[config.mk]
export PLATFORM = sky130hd
export DESIGN_NAME = drawSubsystem
export DESIGN_NICKNAME = d
export VERILOG_FILES = /design/src/drawCmdPkg.sv /design/src/frameBufPkg.sv /design/src/drawCfgIf.sv /design/src/drawSubsystem.sv /design/src/drawEngine.sv /design/src/streamFifo.sv /design/src/drawSequencer.sv /design/src/drawRegs.sv
export VERILOG_INCLUDE_DIRS = /design/src /design/src/src
export SDC_FILE = /design/constraint.sdc
export NUM_CORES = 1
export LEC_CHECK = 0
export ABC_AREA = 1
export BUFFER_PORTS_ARGS = -buffer_cell sky130_fd_sc_hd__buf_2
export CORE_MARGIN = 5
export CORE_UTILIZATION = 60
export CTS_CLUSTER_DIAMETER = 30
export DETAILED_ROUTE_END_ITERATION = 8
export GPL_TIMING_DRIVEN = 1
export PLACE_DENSITY = 0.79
export SLEW_MARGIN = 20
export SYNTH_ARGS = -nofsm -noshare
export SYNTH_HDL_FRONTEND = slang
export SYNTH_SLANG_ARGS = --single-unit
export TNS_END_PERCENT = 50
[constraint.sdc]
create_clock -name clk -period 4.75 [get_ports clk]
set_input_delay 0.95 -clock clk [delete_from_list [all_inputs] [get_ports clk]]
set_output_delay 0.95 -clock clk [all_outputs]
set_load 0.01 [all_outputs]
[src/drawConsts.svh]
`ifndef DRAW_CONSTS_SVH
`define DRAW_CONSTS_SVH

// Panel geometry in pixels.
`define SCREEN_W 32
`define SCREEN_H 16

// Linear frame-buffer address width.
`define FB_ADDR_W 24

// Power-on test colours in RGB565.
`define COLOR_RED   16'hF800
`define COLOR_GREEN 16'h07E0
`define COLOR_WHITE 16'hFFFF // Foreground after reset.
`define COLOR_BLACK 16'h0000 // Background after reset.

// Queue depths in entries.
`define CMD_FIFO_DEPTH 2
`define PIX_FIFO_DEPTH 4

// Frame layout rows.
`define VALUE_ROW_PULSE 2
`define VALUE_ROW_ACCUM 5
`define MODE_ROW        9

`endif
[src/drawCmdPkg.sv]
`default_nettype none

package drawCmdPkg;

    // One pixel colour, R[15:11] G[10:5] B[4:0].
    typedef logic [15:0] rgb565_t;

    // Operations the draw engine knows.
    typedef enum logic [1:0] {
        OP_CLEAR = 2'd0, // Whole screen in fg.
        OP_VALUE = 2'd1, // 32 bit-cells on one row.
        OP_MODE  = 2'd2  // Four icon slots, active slot in fg.
    } drawOp_e;

    // One drawing command as it travels through the command queue.
    typedef struct packed {
        drawOp_e     op;
        logic [7:0]  row; // Target row. Ignored by CLEAR.
        rgb565_t     fg;
        rgb565_t     bg;
        logic [31:0] arg; // Value bits or active mode index.
    } drawCmd_t;

endpackage

`default_nettype wire

[src/frameBufPkg.sv]
`include "drawConsts.svh"
`default_nettype none

package frameBufPkg;

    import drawCmdPkg::*;

    // Linear pixel address, row * SCREEN_W + column.
    typedef logic [`FB_ADDR_W-1:0] fbAddr_t;

    // One write into the frame buffer.
    typedef struct packed {
        fbAddr_t addr;
        rgb565_t data;
    } pixWr_t;

endpackage

`default_nettype wire

[src/drawCfgIf.sv]
`default_nettype none

// Configuration snapshot from the register block to the sequencer.
// Plain levels with no handshake.
interface drawCfgIf import drawCmdPkg::*; ();

    logic [1:0]  mode;       // Active mode icon, 0..3.
    rgb565_t     fgColor;    // Foreground for value and mode rows.
    rgb565_t     bgColor;    // Clear colour and unset cells.
    logic [31:0] pulseCount; // Last latched pulse counter.

    // Register side owns the values.
    modport regSide (
        output mode,
        output fgColor,
        output bgColor,
        output pulseCount
    );

    // Sequencer samples them at frame grant.
    modport seqSide (
        input mode,
        input fgColor,
        input bgColor,
        input pulseCount
    );

endinterface

`default_nettype wire

[src/drawSubsystem.sv]
`include "drawConsts.svh"
`default_nettype none

module drawSubsystem import drawCmdPkg::*, frameBufPkg::*; (
    input  logic                  clk,
    input  logic                  rst_n,
    input  logic                  regWrEn,
    input  logic [1:0]            regAddr,
    input  logic [31:0]           regWrData,
    input  logic                  dataUpdate,
    input  logic [31:0]           pulseCounter,
    input  logic [31:0]           accumCounter,
    output logic                  frameReq,
    input  logic                  frameAck,
    output logic                  frameDone,
    output logic                  pixWrValid,
    input  logic                  pixWrReady,
    output logic [`FB_ADDR_W-1:0] pixWrAddr,
    output logic [15:0]           pixWrData
);

    drawCfgIf cfgBus ();

    // Sequencer to command queue.
    logic     seqCmdValid;
    logic     seqCmdReady;
    drawCmd_t seqCmd;
    // Command queue to engine.
    logic     engCmdValid;
    logic     engCmdReady;
    drawCmd_t engCmd;
    logic     cmdDone;
    // Engine to pixel queue.
    logic     engPixValid;
    logic     engPixReady;
    pixWr_t   engPix;
    pixWr_t   outPix;

    drawRegs u_drawRegs (
        .clk(clk), .rst_n(rst_n), .regWrEn(regWrEn), .regAddr(regAddr),
        .regWrData(regWrData), .dataUpdate(dataUpdate), .pulseCounter(pulseCounter),
        .cfg(cfgBus.regSide)
    );

    drawSequencer u_drawSequencer (
        .clk(clk), .rst_n(rst_n), .cfg(cfgBus.seqSide), .accumCounter(accumCounter),
        .cmdValid(seqCmdValid), .cmdReady(seqCmdReady), .cmd(seqCmd), .cmdDone(cmdDone),
        .frameReq(frameReq), .frameAck(frameAck), .frameDone(frameDone)
    );

    streamFifo #(.T(drawCmd_t), .DEPTH(`CMD_FIFO_DEPTH)) cmdFifo (
        .clk(clk), .rst_n(rst_n),
        .inValid(seqCmdValid), .inReady(seqCmdReady), .inData(seqCmd),
        .outValid(engCmdValid), .outReady(engCmdReady), .outData(engCmd)
    );

    drawEngine u_drawEngine (
        .clk(clk), .rst_n(rst_n), .cmdValid(engCmdValid), .cmdReady(engCmdReady),
        .cmd(engCmd), .cmdDone(cmdDone),
        .pixValid(engPixValid), .pixReady(engPixReady), .pix(engPix)
    );

    streamFifo #(.T(pixWr_t), .DEPTH(`PIX_FIFO_DEPTH)) pixFifo (
        .clk(clk), .rst_n(rst_n),
        .inValid(engPixValid), .inReady(engPixReady), .inData(engPix),
        .outValid(pixWrValid), .outReady(pixWrReady), .outData(outPix)
    );

    // Split the pixel write onto the memory port.
    assign pixWrAddr = outPix.addr;
    assign pixWrData = outPix.data;

endmodule

`default_nettype wire

[src/drawEngine.sv]
`include "drawConsts.svh"
`default_nettype none

module drawEngine import drawCmdPkg::*, frameBufPkg::*; (
    input  logic     clk,
    input  logic     rst_n,
    input  logic     cmdValid,
    output logic     cmdReady,
    input  drawCmd_t cmd,
    output logic     cmdDone,
    output logic     pixValid,
    input  logic     pixReady,
    output pixWr_t   pix
);

    localparam int COL_W  = $clog2(`SCREEN_W);
    localparam int SLOT_W = `SCREEN_W / 4; // Four mode icons across a row.

    drawCmd_t         curCmd;  // Command in progress.
    logic             busy;
    logic [COL_W-1:0] col;
    logic [7:0]       rowIdx;
    logic [7:0]       lastRow;
    logic             lastCol;
    logic             cmdTake;
    logic             pixXfer;
    rgb565_t          pixColor;

    assign cmdReady = !busy;                  // One command at a time.
    assign cmdTake  = cmdValid && cmdReady;
    assign pixValid = busy;
    assign pixXfer  = pixValid && pixReady;
    assign lastCol  = col == COL_W'(`SCREEN_W - 1);
    // CLEAR sweeps every row, the others stay on their own row.
    assign lastRow  = (curCmd.op == OP_CLEAR) ? 8'(`SCREEN_H - 1) : curCmd.row;

    ///////////////////////////////////////////////////////////////////////
    // Pixel colour and address.
    always_comb begin
        case (curCmd.op)
            OP_CLEAR: pixColor = curCmd.fg;
            OP_VALUE: pixColor = curCmd.arg[col] ? curCmd.fg : curCmd.bg;  // Bit k at column k.
            OP_MODE:  pixColor = (32'(col / SLOT_W) == curCmd.arg) ? curCmd.fg : curCmd.bg;
            default:  pixColor = curCmd.bg;
        endcase
    end

    assign pix.addr = fbAddr_t'(32'(rowIdx) * `SCREEN_W + 32'(col)); // Row-major.
    assign pix.data = pixColor;

    ///////////////////////////////////////////////////////////////////////
    // Column and row stepping. Counters hold while the pixel queue is full.
    always_ff @(posedge clk or negedge rst_n) begin
        if (!rst_n) begin
            busy    <= 1'b0;
            cmdDone <= 1'b0;
            col     <= '0;
            rowIdx  <= 8'd0;
        end else begin
            cmdDone <= 1'b0;
            if (cmdTake) begin
                busy   <= 1'b1;
                col    <= '0;
                rowIdx <= (cmd.op == OP_CLEAR) ? 8'd0 : cmd.row;
            end else if (pixXfer) begin
                if (lastCol) begin
                    col <= '0;
                    if (rowIdx == lastRow) begin
                        busy    <= 1'b0; // Free for the next command.
                        cmdDone <= 1'b1; // Last pixel accepted.
                    end else begin
                        rowIdx <= rowIdx + 8'd1;
                    end
                end else begin
                    col <= col + 1'b1;
                end
            end
        end
    end

    always_ff @(posedge clk) begin
        if (cmdTake) curCmd <= cmd;
    end

    // A taken command keeps the input closed until its completion.
    assert property (@(posedge clk) disable iff (!rst_n)
        cmdTake |=> !cmdReady until cmdDone)
        else $error("drawEngine accepted a command while busy");

endmodule

`default_nettype wire

[src/streamFifo.sv]
`default_nettype none

module streamFifo #(
    parameter type T     = logic,
    parameter int  DEPTH = 2
) (
    input  logic clk,
    input  logic rst_n,
    input  logic inValid,
    output logic inReady,
    input  T     inData,
    output logic outValid,
    input  logic outReady,
    output T     outData
);

    localparam int PTR_W = (DEPTH > 1) ? $clog2(DEPTH) : 1;
    localparam int CNT_W = $clog2(DEPTH + 1);

    T                 mem [DEPTH];
    logic [PTR_W-1:0] wrPtr;
    logic [PTR_W-1:0] rdPtr;
    logic [CNT_W-1:0] count; // Occupancy.
    logic             push;
    logic             pop;

    // Circular increment.
    function automatic logic [PTR_W-1:0] bump(input logic [PTR_W-1:0] p);
        return (p == PTR_W'(DEPTH - 1)) ? '0 : p + 1'b1;
    endfunction

    assign inReady  = count != CNT_W'(DEPTH); // Full blocks the writer.
    assign outValid = count != '0;
    assign outData  = mem[rdPtr];
    assign push     = inValid && inReady;
    assign pop      = outValid && outReady;

    always_ff @(posedge clk) begin
        if (push) mem[wrPtr] <= inData;
    end

    always_ff @(posedge clk or negedge rst_n) begin
        if (!rst_n) begin
            wrPtr <= '0;
            rdPtr <= '0;
            count <= '0;
        end else begin
            if (push) wrPtr <= bump(wrPtr);
            if (pop) rdPtr <= bump(rdPtr);
            count <= count + CNT_W'(push) - CNT_W'(pop);
        end
    end

    // Head item holds under back-pressure.
    assert property (@(posedge clk) disable iff (!rst_n)
        outValid && !outReady |=> outValid && $stable(outData))
        else $error("streamFifo head changed while stalled");

endmodule

`default_nettype wire

[src/drawSequencer.sv]
`include "drawConsts.svh"
`default_nettype none

module drawSequencer import drawCmdPkg::*; (
    input  logic        clk,
    input  logic        rst_n,
    drawCfgIf.seqSide   cfg,
    input  logic [31:0] accumCounter,
    output logic        cmdValid,
    input  logic        cmdReady,
    output drawCmd_t    cmd,
    input  logic        cmdDone,
    output logic        frameReq,
    input  logic        frameAck,
    output logic        frameDone
);

    // Steps of the sequence. Power-on runs once, then REQ..DRAIN loops.
    typedef enum logic [2:0] {
        ST_POR_RED, ST_POR_GREEN, ST_DRAIN, ST_REQ,
        ST_CLEAR, ST_PULSE, ST_ACCUM, ST_MODE
    } step_e;

    step_e       step;
    logic [2:0]  outstanding; // Taken by the queue, no cmdDone yet.
    logic        cmdXfer;
    logic        slotFree;
    logic        issueStep;
    logic        loadCmd;
    logic        grant;
    drawCmd_t    nextCmd;

    // Frame snapshot.
    logic [1:0]  snapMode;
    rgb565_t     snapFg;
    rgb565_t     snapBg;
    logic [31:0] snapPulse;
    logic [31:0] snapAccum;

    function automatic drawCmd_t mkCmd(input drawOp_e op, input int row, input rgb565_t fg,
                                       input rgb565_t bg, input logic [31:0] arg);
        drawCmd_t c;
        c.op  = op;
        c.row = 8'(row);
        c.fg  = fg;
        c.bg  = bg;
        c.arg = arg;
        return c;
    endfunction

    assign cmdXfer  = cmdValid && cmdReady;
    assign slotFree = !cmdValid || cmdReady; // Output register empty or leaving now.
    assign loadCmd  = issueStep && slotFree;
    assign grant    = (step == ST_REQ) && frameReq && frameAck;

    ///////////////////////////////////////////////////////////////////////
    // Command for the current step.
    always_comb begin
        issueStep = 1'b1;
        nextCmd   = mkCmd(OP_CLEAR, 0, snapBg, snapBg, 32'd0);
        case (step)
            ST_POR_RED:   nextCmd = mkCmd(OP_CLEAR, 0, `COLOR_RED, `COLOR_RED, 32'd0);
            ST_POR_GREEN: nextCmd = mkCmd(OP_CLEAR, 0, `COLOR_GREEN, `COLOR_GREEN, 32'd0);
            ST_CLEAR:     nextCmd = mkCmd(OP_CLEAR, 0, snapBg, snapBg, 32'd0); // Fill in bg.
            ST_PULSE:     nextCmd = mkCmd(OP_VALUE, `VALUE_ROW_PULSE, snapFg, snapBg, snapPulse);
            ST_ACCUM:     nextCmd = mkCmd(OP_VALUE, `VALUE_ROW_ACCUM, snapFg, snapBg, snapAccum);
            ST_MODE:      nextCmd = mkCmd(OP_MODE, `MODE_ROW, snapFg, snapBg, 32'(snapMode));
            default:      issueStep = 1'b0; // Waiting steps issue nothing.
        endcase
    end

    ///////////////////////////////////////////////////////////////////////
    // Step machine and handshakes.
    always_ff @(posedge clk or negedge rst_n) begin
        if (!rst_n) begin
            step        <= ST_POR_RED;
            cmdValid    <= 1'b0;
            outstanding <= 3'd0;
            frameReq    <= 1'b0;
            frameDone   <= 1'b0;
        end else begin
            frameDone   <= 1'b0;                                     // Single-cycle pulse.
            outstanding <= outstanding + 3'(cmdXfer) - 3'(cmdDone);
            if (loadCmd) begin
                cmdValid <= 1'b1;
            end else if (cmdXfer) begin
                cmdValid <= 1'b0;
            end
            case (step)
                ST_POR_RED:   if (loadCmd) step <= ST_POR_GREEN;
                ST_POR_GREEN: if (loadCmd) step <= ST_DRAIN;
                ST_DRAIN: begin
                    // Last completion of the phase, nothing left to issue.
                    if (!cmdValid && cmdDone && outstanding == 3'd1) begin
                        frameDone <= 1'b1;
                        step      <= ST_REQ;
                    end
                end
                ST_REQ: begin
                    if (grant) begin
                        frameReq <= 1'b0;
                        step     <= ST_CLEAR;
                    end else begin
                        frameReq <= 1'b1; // Rises after frameDone, holds until ack.
                    end
                end
                ST_CLEAR:     if (loadCmd) step <= ST_PULSE;
                ST_PULSE:     if (loadCmd) step <= ST_ACCUM;
                ST_ACCUM:     if (loadCmd) step <= ST_MODE;
                ST_MODE:      if (loadCmd) step <= ST_DRAIN;
                default:      step <= ST_POR_RED;
            endcase
        end
    end

    // Command payload and frame snapshot.
    always_ff @(posedge clk) begin
        if (loadCmd) begin
            cmd <= nextCmd;
        end
        if (grant) begin
            snapMode  <= cfg.mode;
            snapFg    <= cfg.fgColor;
            snapBg    <= cfg.bgColor;
            snapPulse <= cfg.pulseCount;
            snapAccum <= accumCounter;
        end
    end

    // Each completion from the engine matches a command taken earlier.
    assert property (@(posedge clk) disable iff (!rst_n) cmdDone |-> outstanding != 3'd0)
        else $error("cmdDone with no command outstanding");

endmodule

`default_nettype wire

[src/drawRegs.sv]
`include "drawConsts.svh"
`default_nettype none

module drawRegs (
    input  logic        clk,
    input  logic        rst_n,
    input  logic        regWrEn,
    input  logic [1:0]  regAddr,
    input  logic [31:0] regWrData,
    input  logic        dataUpdate,
    input  logic [31:0] pulseCounter,
    drawCfgIf.regSide   cfg
);

    // Register map.
    localparam logic [1:0] ADDR_MODE = 2'd0;
    localparam logic [1:0] ADDR_FG   = 2'd1;
    localparam logic [1:0] ADDR_BG   = 2'd2;

    // Mode and colours, written one at a time.
    always_ff @(posedge clk or negedge rst_n) begin
        if (!rst_n) begin
            cfg.mode    <= 2'd0;
            cfg.fgColor <= `COLOR_WHITE;
            cfg.bgColor <= `COLOR_BLACK;
        end else if (regWrEn) begin
            case (regAddr)
                ADDR_MODE: cfg.mode    <= regWrData[1:0];  // Icon index only.
                ADDR_FG:   cfg.fgColor <= regWrData[15:0]; // Low half is RGB565.
                ADDR_BG:   cfg.bgColor <= regWrData[15:0];
                default:   ;                               // Address 3 reads as nothing.
            endcase
        end
    end

    // Pulse counter latch, new value on each update strobe.
    always_ff @(posedge clk or negedge rst_n) begin
        if (!rst_n) begin
            cfg.pulseCount <= 32'd0;
        end else if (dataUpdate) begin
            cfg.pulseCount <= pulseCounter;
        end
    end

endmodule

`default_nettype wire

; Word level (Yosys, flattened, before mapping)
; Memories as Yosys holds them, arrays and structs flattened.
; Cells that the tools add are included.
[classes]
n_addsub = 13
n_mul = 0
div = 0
magnitude_cmp = 1
n_eq_ne = 27
shifts = 0
muxes = 45
bitwise_logic = 0
reduce_logical = 30
[op_table]
columns = operator, n
row1 = $pmux W74 S5, 1
row2 = $mux W8, 6
row3 = $pmux W16 S3, 1
row4 = $eq A2 B32 Y1, 1
row5 = $mux W16, 2
row6 = $mux W1, 21
row7 = $mux W3, 7
row8 = $pmux W3 S7, 1
row9 = $mux W5, 3
row10 = $add A13 B5 Y14, 1
row11 = $ne A2 B1 Y1 const B, 7
row12 = $eq A3 B3 Y1 const B, 4
row13 = $reduce_bool A2 Y1, 5
row14 = $logic_and A1 B1 Y1, 9
row15 = $add A8 B1 Y8 const B, 1
row16 = $eq A2 B2 Y1 const B, 4
row17 = $eq A8 B8 Y1, 1
row18 = $reduce_and A7 Y1, 1
row19 = $add A3 B1 Y3, 2
row20 = $eq A3 B1 Y1 const B, 2
row21 = $eq A3 B2 Y1 const B, 2
row22 = $logic_not A2 Y1, 3
row23 = $lt A5 B6 Y1 const B, 1
row24 = $reduce_and A2 Y1, 3
row25 = other kinds (19), 27
[word_totals]
register_bits = 347
latch_bits = 0
ramBits = 268
rom_bits = 0
word_cells = 152
n_memories = 2
[mem_list]
columns = memory, depth, word_bits, rd, rd_clocked_by_memory_dff, wr, line_no
row1 = cmdFifo.mem, 2, 74, 1, 0, 1, streamFifo.sv:20  ; T mem [DEPTH];
row2 = pixFifo.mem, 4, 30, 1, 0, 1, streamFifo.sv:20

; Depth between registers and ports, before layout
; Gate-level depths: netlist of the first run.
[logic_depth]
word_depth = 7
mapped_depth = 13
mapped_depth_nobuf = 11

; Modules after synthesis
; Synthesis of the first run repeated with hierarchy kept, for this count alone.
[hier_totals]
cells_unflattened = 2155
area_unflattened_um2 = 26848.2
[by_module_without_submodules]
columns = mod, instances, cells_each, area_each_um2
row1 = streamFifo at pixFifo, 1, 525, 7106.8
row2 = drawSequencer, 1, 359, 6403.6
row3 = streamFifo at cmdFifo, 1, 418, 5612.9
row4 = drawEngine, 1, 564, 4952.2
row5 = drawRegs, 1, 289, 2772.7

; Worst setup path before layout of the first run
; OpenSTA, ideal clock, no wires.
[synth_timing]
path_kind = register to register
startpoint = register cmdFifo.count[1]
endpoint = memory cmdFifo.mem[1][0] (netlist name) (enable)
setup_ps = 498
arrival_ps = 3633
required_time_ps = 4252
slack_ps = 619
path_stages_with_launch = 4
path_buffers = 0
synth_period_minus_slack_ps = 4131
path_cell_list = dfrtp_1 > a21oi_1 > inv_1 > nor2_1
[synth_between]
elab_chain_cells = 4
[synth_rtl]
columns = element, line_no
row1 = start: declaration, streamFifo.sv:23  ; logic [CNT_W-1:0] count;
row2 = start signal: assignment, streamFifo.sv:50  ; count <= count + CNT_W'(push) - CNT_W'(pop);
row3 = $ne A2 B2 Y1, streamFifo.sv:32  ; assign inReady = count != CNT_W'(DEPTH);
row4 = $logic_and A1 B1 Y1, streamFifo.sv:35  ; assign push = inValid && inReady;
row5 = net cmdFifo.push, streamFifo.sv:24  ; logic push;
row6 = $mux W1, streamFifo.sv:39  ; if (push) mem[wrPtr] <= inData;
row7 = $mux W1 (implied by the code), streamFifo.sv:39
row8 = end: declaration, streamFifo.sv:20
; The timed path passes the listed nets, and every way through them passes these cells.

; Worst setup path in the final report of the first run
[layout_timing]
startpoint = register pixFifo.rdPtr[1]
endpoint = output port pixWrAddr[2]
[layout_between]
elab_chain_cells = 1
[layout_rtl]
columns = element, line_no
row1 = start: declaration, streamFifo.sv:22  ; logic [PTR_W-1:0] rdPtr;
row2 = start signal: assignment, streamFifo.sv:49  ; if (pop) rdPtr <= bump(rdPtr);
row3 = $mem_v2 Z4 W30, n/a
row4 = end: declaration, drawSubsystem.sv:18  ; output logic [`FB_ADDR_W-1:0] pixWrAddr,
; No other way between the ends.

==> results of run 1 <==
==> placed cells by master (no fill, tap or decap), types with 16 or more instances in the layout <==
cell,n
edfxtp_1,490
nand2_1,360
inv_1,149
o21ai_0,144
nor2_1,126
buf_2,118
nand3_1,103
clkbuf_16,100
dfrtp_1,84
a21oi_1,37
mux2_2,32
o22ai_1,31
a22o_1,30
inv_6,20
buf_4,20
dfstp_2,16
==> sequential cells by signal (all words and copies together) (netlist names), 3 cells and up <==
| signal | cells |
|---|---|
| cmdFifo.mem | 138 |
| pixFifo.mem | 116 |
| u_drawEngine.curCmd | 69 |
| u_drawSequencer.cmd | 69 |
| u_drawRegs.cfg.pulseCount | 32 |
| u_drawSequencer.snapAccum | 32 |
| u_drawSequencer.snapPulse | 32 |
| u_drawRegs.cfg.bgColor | 16 |
| u_drawRegs.cfg.fgColor | 16 |
| u_drawSequencer.snapBg | 16 |
| u_drawSequencer.snapFg | 16 |
| u_drawEngine.rowIdx | 8 |
| u_drawEngine.col | 5 |
| pixFifo.count | 3 |
| u_drawSequencer.outstanding | 3 |
| u_drawSequencer.step | 3 |
==> worst register-to-register path, cell delays in order (launching register included) <==
cell	delay [ps]
dfrtp_1	500
nor2_1	410
inv_1	180
nor2_1	260
nand3_1	210
clkinv_2	430
buf_4	740
==> per-stage QoR <==
stage          area [um2]  std cells  hold WS [ps]  total power [uW]  utilization (%)
4_1_cts             27600       2567           441             21200             71.6
3_3_place_gp        24200       2389           424             13800             63.0
5_1_grt             27600       2568           446             22200             71.7
6_report            27600       2568           426             21100             71.7
3_5_place_dp        24200       2389           430             14100             63.0
2_1_floorplan       23200       1818           421             12500                -
==> final timing paths <==
path	end	slack, ps
max	pixWrAddr[2]	1100
min	u_drawRegs.cfg.pulseCount[21]	430
min in group clk	cmdFifo.mem[0][31]	430
max in group asynchronous	u_drawEngine.rowIdx[0]	3280
max reg2reg	u_drawSequencer.snapAccum[17]	1590
min reg2reg	cmdFifo.mem[0][31]	430
==> cells in the mapped netlist (11+ instances only) <==
cell	instances	area share, %
edfxtp_1	490	63
nand2_1	360	5.8
inv_1	152	2.5
o21ai_0	144	3.1
nor2_1	136	2.2
nand3_1	103	2.2
dfrtp_1	85	9.2
clkbuf_1	53	0.86
a21oi_1	38	0.82
mux2_2	32	1.6
o22ai_1	31	0.84
a22o_1	30	1.1
dfstp_2	16	1.8
ha_1	14	0.76
buf_4	11	0.36
o21ai_1	11	0.24
==> routing by layer <==
layer,wire [um],vias up,share of wire [%]
met5,0,-,0
met4,946,0,2.1
met3,3330,88,7.3
met2,22500,618,49
met1,19000,6691,41
li1,-,6612,-
==> final cells by class <==
type / count / area [um2]
Antenna cell: 1 / 2.50
Clock buffer: 109 / 2570
Clock inverter: 69 / 756
Fill cell: 2316 / 10900
Inverter: 168 / 632
Multi-Input combinational cell: 974 / 4960
Sequential cell: 591 / 17300
Tap cell: 518 / 648
Timing Repair Buffer: 138 / 741
==> cell families after synthesis <==
kind of cell	share of synthesized area [%]
AO/OA/AOI/OAI	6.86
XOR/XNOR	0.378
adder cells (fa/ha/maj)	0.928
buffers and inverters	4.59
flip-flops	74.5
multiplexers	1.55
other	0.0162
AND/OR/NAND/NOR	11.2
==> power by group <==
part	internal (uW)	total (uW)	switching (uW)
Sequential	8470	9300	834
Combinational	1370	4870	3500
Clock	4320	6920	2600
Total	14200	21100	6930
==> out/metrics.yaml, run 1 <==
outcome:
  status: "completed"
clock_network:
  clk_pin_slew_ps: 50
  cts_setup_buffers: 0
  cts-root-buf: "clkbuf_16"
  cts_sinks: 591
  cts.path.max_buffers: 3
  insertion_delay_ps: 630
  cts_resized: 0
  cts_buffers: 94
  cts-hold-fix-buffers: 0
  htree_num_levels: 3
  cts_tree: "yes"
pwr:
  max-vdd-ir-drop_mv: 0.385
  p_leak_uw: 0.0109
  power_density_nw_per_um2: 765
synth:
  yosysUniqueCellTypes: 42
  yosysWarnings: 0
  synth_edf_count: 490
  syn_area_um2: 23200
  seq_area_frac_synth_pct: 74.5
  syn_inst: 1808
  synthFlopType: "edfxtp_1"
  syn_avg_cell_area_um2: 12.8
  synth-seq-cells: 591
  async_flop_share_pct: 17.1
global_routing:
  grt_pass1_vias: 14100
  met1_usage_pct: 30.1
  grt_max_degree: 72
  antenna_found_initial: 1
  grt_pass1_wl_um: 73900
  use_met3_pct: 4.30
  grt_usage_pct: 22.0
  met2_usage_pct: 36.2
  grt_most_used_layer: "met2"
  globalRoute.totalOverflow: 0
drt:
  num_vias: 14000
  ant_nets: 0
  totalWireLength_um: 45700
  drt_first_pass_iters: 8
  drtIter0Drc: 1153
  vias_per_cell: 5.46
  remaining_drc_errors: 0
  post_drt_wl_per_cell_um: 17.8
setup_path:
  cp.depth: 5
  crit_path_end_kind: "output pin"
  cp_cell_sequence: "buf_4 -> inv_1 -> o21ai_0 -> o22ai_1 -> buf_2"
  crit_slowest_cell: "inv_1"
  path_delay_family: "buffers and inverters"
  cp.required_ps: 3800
  r2r_cells: 6
  path_max_fanout: 31
  regToRegStartpoint: "u_drawSequencer.step[2]"
  setup.worst_path.start: "pixFifo.rdPtr[1]"
  startpoint_type: "flop"
  cp_num_buf_inv: 3
  critPathKind: "flop to output pin"
  cp_slowest_stage_delay_ps: 720
  cp.arrival_ps: 2700
sta:
  fmax_ghz: 0.274
  finalCritPeriodShare_pct: 76.7
  rsz0062_at_grt: "false"
  relSlewSlack_pct: 32.8
  fin_skew_ps: 32.9
  hold_viol_final: 0
  period_minus_slack_ps: 3650
  finalSetupViolations: 0
  finalWorstSetupSlack_ps: 1100
  slew_viol_final: 0
  worstMarginPinSlew_ps: 1000
  tns_ps: 0
placement:
  io_buffers: 119
  gp_congestion: 0.832
  hpwl_um: 25800
  dp_slack_ps: 1740
min_path:
  hold_class: "input port to asynchronous set/reset pin"
die:
  rows: 72
  core_um2: 38500
  io_pins: 147
  start_util_pct: 60.3
  die_area_um2: 42700
  die_y_um: 207
  die_w_um: 207
cells_and_area:
  nets: 2087
  drive_gt1_share_pct: 19.8
  syn_to_final_growth_pct: 18.9
job:
  maxCapViolations: 0
Power figures use the tool's default switching activity.
==> run 2, diff against run 1 <==
Settings changed: CORE_UTILIZATION 60 to 54, PLACE_DENSITY 0.79 to 0.75.
Clock period 4.75 ns to 3.1 ns, I/O delays scaled along.
==> out/metrics.yaml, run 2 (synthesis results as in run 1) <==
cells_and_area:
  top_regs: "cmdFifo.mem x138, pixFifo.mem x116"  # unchanged
  num-fill-cells: 2933  # was 2316
  diodes: 0  # was 1
  final_area_um2: 27700  # was 27600 um2
  final_common_cell: "edfxtp_1"  # unchanged
  top_register: "cmdFifo.mem"  # unchanged
  drive_gt1_share_pct: 20.1  # was 19.8%
  nets: 2104  # was 2087
  layout_common_cells: "edfxtp_1 (490), nand2_1 (360), inv_1 (149)"  # unchanged
  syn_to_final_growth_pct: 19.5  # was 18.9%
  largest_register_ffs: 138  # unchanged
drt:
  post_drt_wl_per_cell_um: 16.8  # was 17.8 um
  drt_first_pass_iters: 8  # unchanged
  vias_per_cell: 5.26  # was 5.46
  remaining_drc_errors: 0  # unchanged
  drtIter0Drc: 1238  # was 1153
  num_vias: 13700  # was 14000
  ant_nets: 0  # unchanged
  totalWireLength_um: 43800  # was 45700 um
global_routing:
  grt_pass1_wl_um: 71900  # was 73900 um
  grt_max_degree: 101  # was 72
  globalRoute.totalOverflow: 0  # unchanged
  grt_usage_pct: 18.9  # was 22.0%
  antenna_found_initial: 0  # was 1
  grt_pass1_vias: 13900  # was 14100
clock_network:
  htree_num_levels: 3  # unchanged
  cts-root-buf: "clkbuf_16"  # unchanged
  insertion_delay_ps: 620  # was 630 ps
  cts_resized: 0  # unchanged
  cts_sinks: 591  # unchanged
  cts_buffers: 95  # was 94
  clk_pin_slew_ps: 60  # was 50 ps
  cts.path.max_buffers: 3  # unchanged
  cts_tree: "yes"  # unchanged
sta:
  tns_ps: 0  # unchanged
  fin_skew_ps: 25.1  # was 32.9 ps
  timing.hold.ws_ps: 172  # was 426 ps
  rsz0062_at_grt: "false"  # unchanged
  slew_viol_final: 0  # unchanged
  period_minus_slack_ps: 2790
  finalCritPeriodShare_pct: 89.9
  finalWorstSetupSlack_ps: 314  # was 1100 ps
  worstMarginPinSlew_ps: 755  # was 1000 ps
  hold_viol_final: 0  # unchanged
  fmax_ghz: 0.359
  finalSetupViolations: 0  # unchanged
  relSlewSlack_pct: 49.6  # was 32.8%
setup_path:
  reg2reg_slack_ps: 710  # was 1590 ps
  cp_slowest_stage_delay_ps: 490  # was 720 ps
  crit_slowest_cell: "buf_4"  # was inv_1
  path_delay_family: "buffers and inverters"  # unchanged
  cp.required_ps: 2480  # was 3800 ps
  startpoint_type: "flop"  # unchanged
  cp_cell_sequence: "buf_4 -> o21ai_0 -> o22ai_1 -> buf_2"  # was buf_4 -> inv_1 -> o21ai_0 -> o22ai_1 -> buf_2
  cp.arrival_ps: 2170  # was 2700 ps
  crit_path_end_kind: "output pin"  # unchanged
  cp_num_buf_inv: 2  # was 3
  path_max_fanout: 60  # was 31
  critPathKind: "flop to output pin"  # unchanged
placement:
  hpwl_um: 26200  # was 25800 um
  dpl_cell_area_um2: 24400  # was 24200 um2
  gp_congestion: 0.822  # was 0.832
  io_buffers: 119  # unchanged
  dp_slack_ps: 682  # was 1740 ps
die:
  start_util_pct: 54.2  # was 60.3%
  die_y_um: 217  # was 207 um
  die_w_um: 217  # was 207 um
  io_pins: 147  # unchanged
  core_um2: 42800  # was 38500 um2
  rows: 76  # was 72
  die_area_um2: 47200  # was 42700 um2
outcome:
  status: "completed"  # unchanged
pwr:
  max-vdd-ir-drop_mv: 0.692  # was 0.385 mV
  power_density_nw_per_um2: 1160  # was 765 nW/um2
  power_uw: 32200  # was 21100 uW
  p_leak_uw: 0.0110  # was 0.0109 uW
job:
  maxCapViolations: 0  # unchanged
min_path:
  hold_class: "input port to flop"  # was input port to asynchronous set/reset pin
## run 2: cell types whose count changed in the layout (fill, tap and decap cells not counted), sizes merged
cell,change
clkbuf,-1
clkinv,-6
buf,+15
bufinv,+5
clkinvlp,+4
diode,-1
dlygate4sd3,+1
inv,-3
## run 2: repair_timing
action	4_1_cts	5_1_grt
hold buffers	1	0
setup buffers	0	0
endpoints found under the hold margin	34	0
## run 2: layer usage
layer / track usage (%) / vias up / part of all wire, %
met2: 31.2 / 453 / 50
met5: 0 / - / 0
met3: 3.74 / 63 / 5.8
met4: 6.76 / 0 / 2.2
met1: 25.5 / 6571 / 42
li1: - / 6644 / -
## run 2: power by group
group          internal [uW]  switching [uW]
sequential             13000            1210
clock                   6770            3750
combinational           2190            5280
total                  21900           10200
## run 2: worst paths after layout
check / startpoint / end / cells past startpoint
max in group asynchronous: rst_n / u_drawRegs.cfg.fgColor[10] / 3
worst max register to register: u_drawEngine.col[3] / pixFifo.mem[2][8] / 11
worst min register to register: u_drawSequencer.cmd[29] / cmdFifo.mem[1][29] / 0
worst min-delay path: accumCounter[31] / u_drawSequencer.snapAccum[31] / 1
min in group asynchronous: rst_n / u_drawRegs.cfg.pulseCount[8] / 2
worst max-delay path: pixFifo.rdPtr[0] / pixWrAddr[0] / 4
## run 2: cell type report
cell class                      count  area [um2]  share of cell area [%]
Sequential cell                   591       17300                    62.3
Clock buffer                      108        2480                    8.95
Tap cell                          546         683                    2.47
Inverter                          168         634                    2.29
Multi-Input combinational cell    974        4930                    17.8
Timing Repair Buffer              154         913                    3.30
Clock inverter                     69         785                    2.83
## run 2: metrics by stage
stage	utilization, %	std cells
final	64.7	2610
after global routing	64.7	2610
after CTS	64.7	2610
after detailed placement	57.1	2432
after global placement	57.1	2432
after floorplan	-	1818
==> run 3, diff against run 2 <==
Settings changed: CORE_UTILIZATION 54 to 40, PLACE_DENSITY 0.75 to default.
==> out/metrics.yaml, run 3 (synthesis results as in run 1) <==
outcome:
  status: "completed"  # unchanged
pwr:
  p_clk_share_pct: 37.0  # was 32.7%
  switchingPower_uw: 10600  # was 10200 uW
  comb_power_share_pct: 21.9  # was 23.2%
  intPower_uw: 23700  # was 21900 uW
  seq_power_share_pct: 41.1  # was 44.1%
  p_leak_uw: 0.0115  # was 0.0110 uW
  power_density_nw_per_um2: 1190  # was 1160 nW/um2
  max-vdd-ir-drop_mv: 0.622  # was 0.692 mV
  power_switching_share_pct: 31.0  # was 31.8%
drt:
  post_drt_wl_per_cell_um: 15.4  # was 16.8 um
  totalWireLength_um: 44200  # was 43800 um
  drtIter0Drc: 738  # was 1238
  ant_nets: 0  # unchanged
  num_vias: 13600  # was 13700
  remaining_drc_errors: 0  # unchanged
  vias_per_cell: 4.71  # was 5.26
  drt_first_pass_iters: 5  # was 8
clock_network:
  cts-root-buf: "clkbuf_16"  # unchanged
  insertion_delay_ps: 670  # was 620 ps
  clk_pin_slew_ps: 50  # was 60 ps
  cts_buffers: 112  # was 95
  cts_tree: "yes"  # unchanged
  cts_sinks: 591  # unchanged
  htree_num_levels: 3  # unchanged
  cts.path.max_buffers: 3  # unchanged
  cts_setup_buffers: 0  # unchanged
cells_and_area:
  syn_to_final_growth_pct: 24.7  # was 19.5%
  num-fill-cells: 4838  # was 2933
  final_area_um2: 28900  # was 27700 um2
  layout_common_cells: "edfxtp_1 (490), nand2_1 (360), inv_1 (148)"  # was edfxtp_1 (490), nand2_1 (360), inv_1 (149)
  nets: 2132  # was 2104
  drive_gt1_share_pct: 22.1  # was 20.1%
  top_regs: "cmdFifo.mem x138, pixFifo.mem x116"  # unchanged
  diodes: 0  # unchanged
  top_register: "cmdFifo.mem"  # unchanged
  final_common_cell: "edfxtp_1"  # unchanged
  largest_register_ffs: 138  # unchanged
setup_path:
  critPathKind: "flop to output pin"  # unchanged
  path_max_fanout: 13  # was 60
  startpoint_type: "flop"  # unchanged
  crit_path_end_kind: "output pin"  # unchanged
  cp.arrival_ps: 2130  # was 2170 ps
  cp.required_ps: 2480  # about the same
sta:
  rsz0062_at_grt: "false"  # unchanged
  fin_skew_ps: 60.8  # was 25.1 ps
  slew_viol_final: 0  # unchanged
  worstMarginPinSlew_ps: 757  # was 755 ps
  finalWorstSetupSlack_ps: 354  # was 314 ps
  fmax_ghz: 0.364  # was 0.359 GHz
  period_minus_slack_ps: 2750  # was 2790 ps
  tns_ps: 0  # unchanged
  finalSetupViolations: 0  # unchanged
  finalCritPeriodShare_pct: 88.6  # was 89.9%
  relSlewSlack_pct: 49.5  # was 49.6%
  hold_viol_final: 0  # unchanged
global_routing:
  grt_max_degree: 71  # was 101
  antenna_found_initial: 0  # unchanged
  grt_pass1_wl_um: 72200  # was 71900 um
  grt_pass1_vias: 13800  # was 13900
  globalRoute.totalOverflow: 0  # unchanged
  grt_usage_pct: 14.1  # was 18.9%
die:
  core_um2: 57600  # was 42800 um2
  die_area_um2: 62900  # was 47200 um2
  rows: 88  # was 76
  die_w_um: 251  # was 217 um
  start_util_pct: 40.3  # was 54.2%
  io_pins: 147  # unchanged
  die_y_um: 251  # was 217 um
min_path:
  hold_class: "input port to flop"  # unchanged
placement:
  gp_congestion: 0.763  # was 0.822
  dpl_cell_area_um2: 24800  # was 24400 um2
  hpwl_um: 28300  # was 26200 um
  dp_slack_ps: 604  # was 682 ps
  io_buffers: 119  # unchanged
job:
  maxCapViolations: 0  # unchanged
==> run 3: cell count changes in the layout (fill, tap and decap cells not counted), sizes merged <==
cell and change:
bufinv +8, clkbuf +18, inv -4, clkinv +13, buf +11, clkinvlp +2
==> run 3: repair_timing <==
| action | CTS | global route |
|---|---|---|
| hold buffers | 1 | 0 |
| endpoints found under the setup margin | 0 | 2 |
| hold endpoints to repair | 13 | 0 |
| gates resized for setup | 0 | 2 |
==> run 3: worst paths after layout <==
kind                                         start                            end  slack (ps)  cells past startpoint
max in group asynchronous                    rst_n     u_drawRegs.cfg.fgColor[13]        1850                      3
min in group asynchronous                    rst_n     u_drawRegs.cfg.bgColor[10]         550                      2
max reg2reg                u_drawEngine.curCmd[27]              pixFifo.mem[3][6]         650                      9
min reg2reg                 u_drawSequencer.cmd[8]              cmdFifo.mem[1][8]         440                      0
max                               pixFifo.rdPtr[1]                   pixWrAddr[5]         350                      6
min                               accumCounter[19]  u_drawSequencer.snapAccum[19]         120                      1
==> run 3: power groups by stage <==
stage | combinational [uW] | sequential (uW) | clock, uW
after floorplan | 5250 | 13900 | 0
after global placement | 7430 | 14100 | 0
after detailed placement | 7640 | 14200 | 0
after CTS | 7690 | 14100 | 13000
after global routing | 8560 | 14400 | 13400
final | 7510 | 14100 | 12700
==> run 3: area by class of cell <==
type                    count  area [um2]  share of cell area, %
flip-flops and latches    591       17300                   59.7
multi-input cells         974        4930                   17.1
clock buffers             126        2910                   10.0
clock inverters            88        1210                   4.17
repair buffers            165        1010                   3.49
well taps                 765         957                   3.31
inverters                 168         638                   2.21
==> run 3: metal layers <==
metal | GRT usage, % | vias to the layer above | wire, um
li1 | - | 6726 | -
met1 | 18.8 | 6450 | 19600
met2 | 22.8 | 304 | 21300
met3 | 3.05 | 84 | 2260
met4 | 5.46 | 0 | 1100
met5 | 0 | - | 0
==> run 3: metrics by stage <==
step | util [%] | total power [uW] | cells | hold WS, ps
after global placement | 43.0 | 21500 | 2662 | 427
after CTS | 50.2 | 34800 | 2877 | 78.7
after floorplan | - | 19100 | 1818 | 324
final | 50.2 | 34300 | 2877 | 122
after global routing | 50.2 | 36300 | 2877 | 97.9
after detailed placement | 43.0 | 21900 | 2662 | 430
==> run 3: critical path, cell delays in order (launching register included) <==
cell	delay, ps
dfrtp_1	400
clkinvlp_4	210
buf_4	220
buf_4	180
o21ai_0	90
o22ai_1	190
buf_2	180
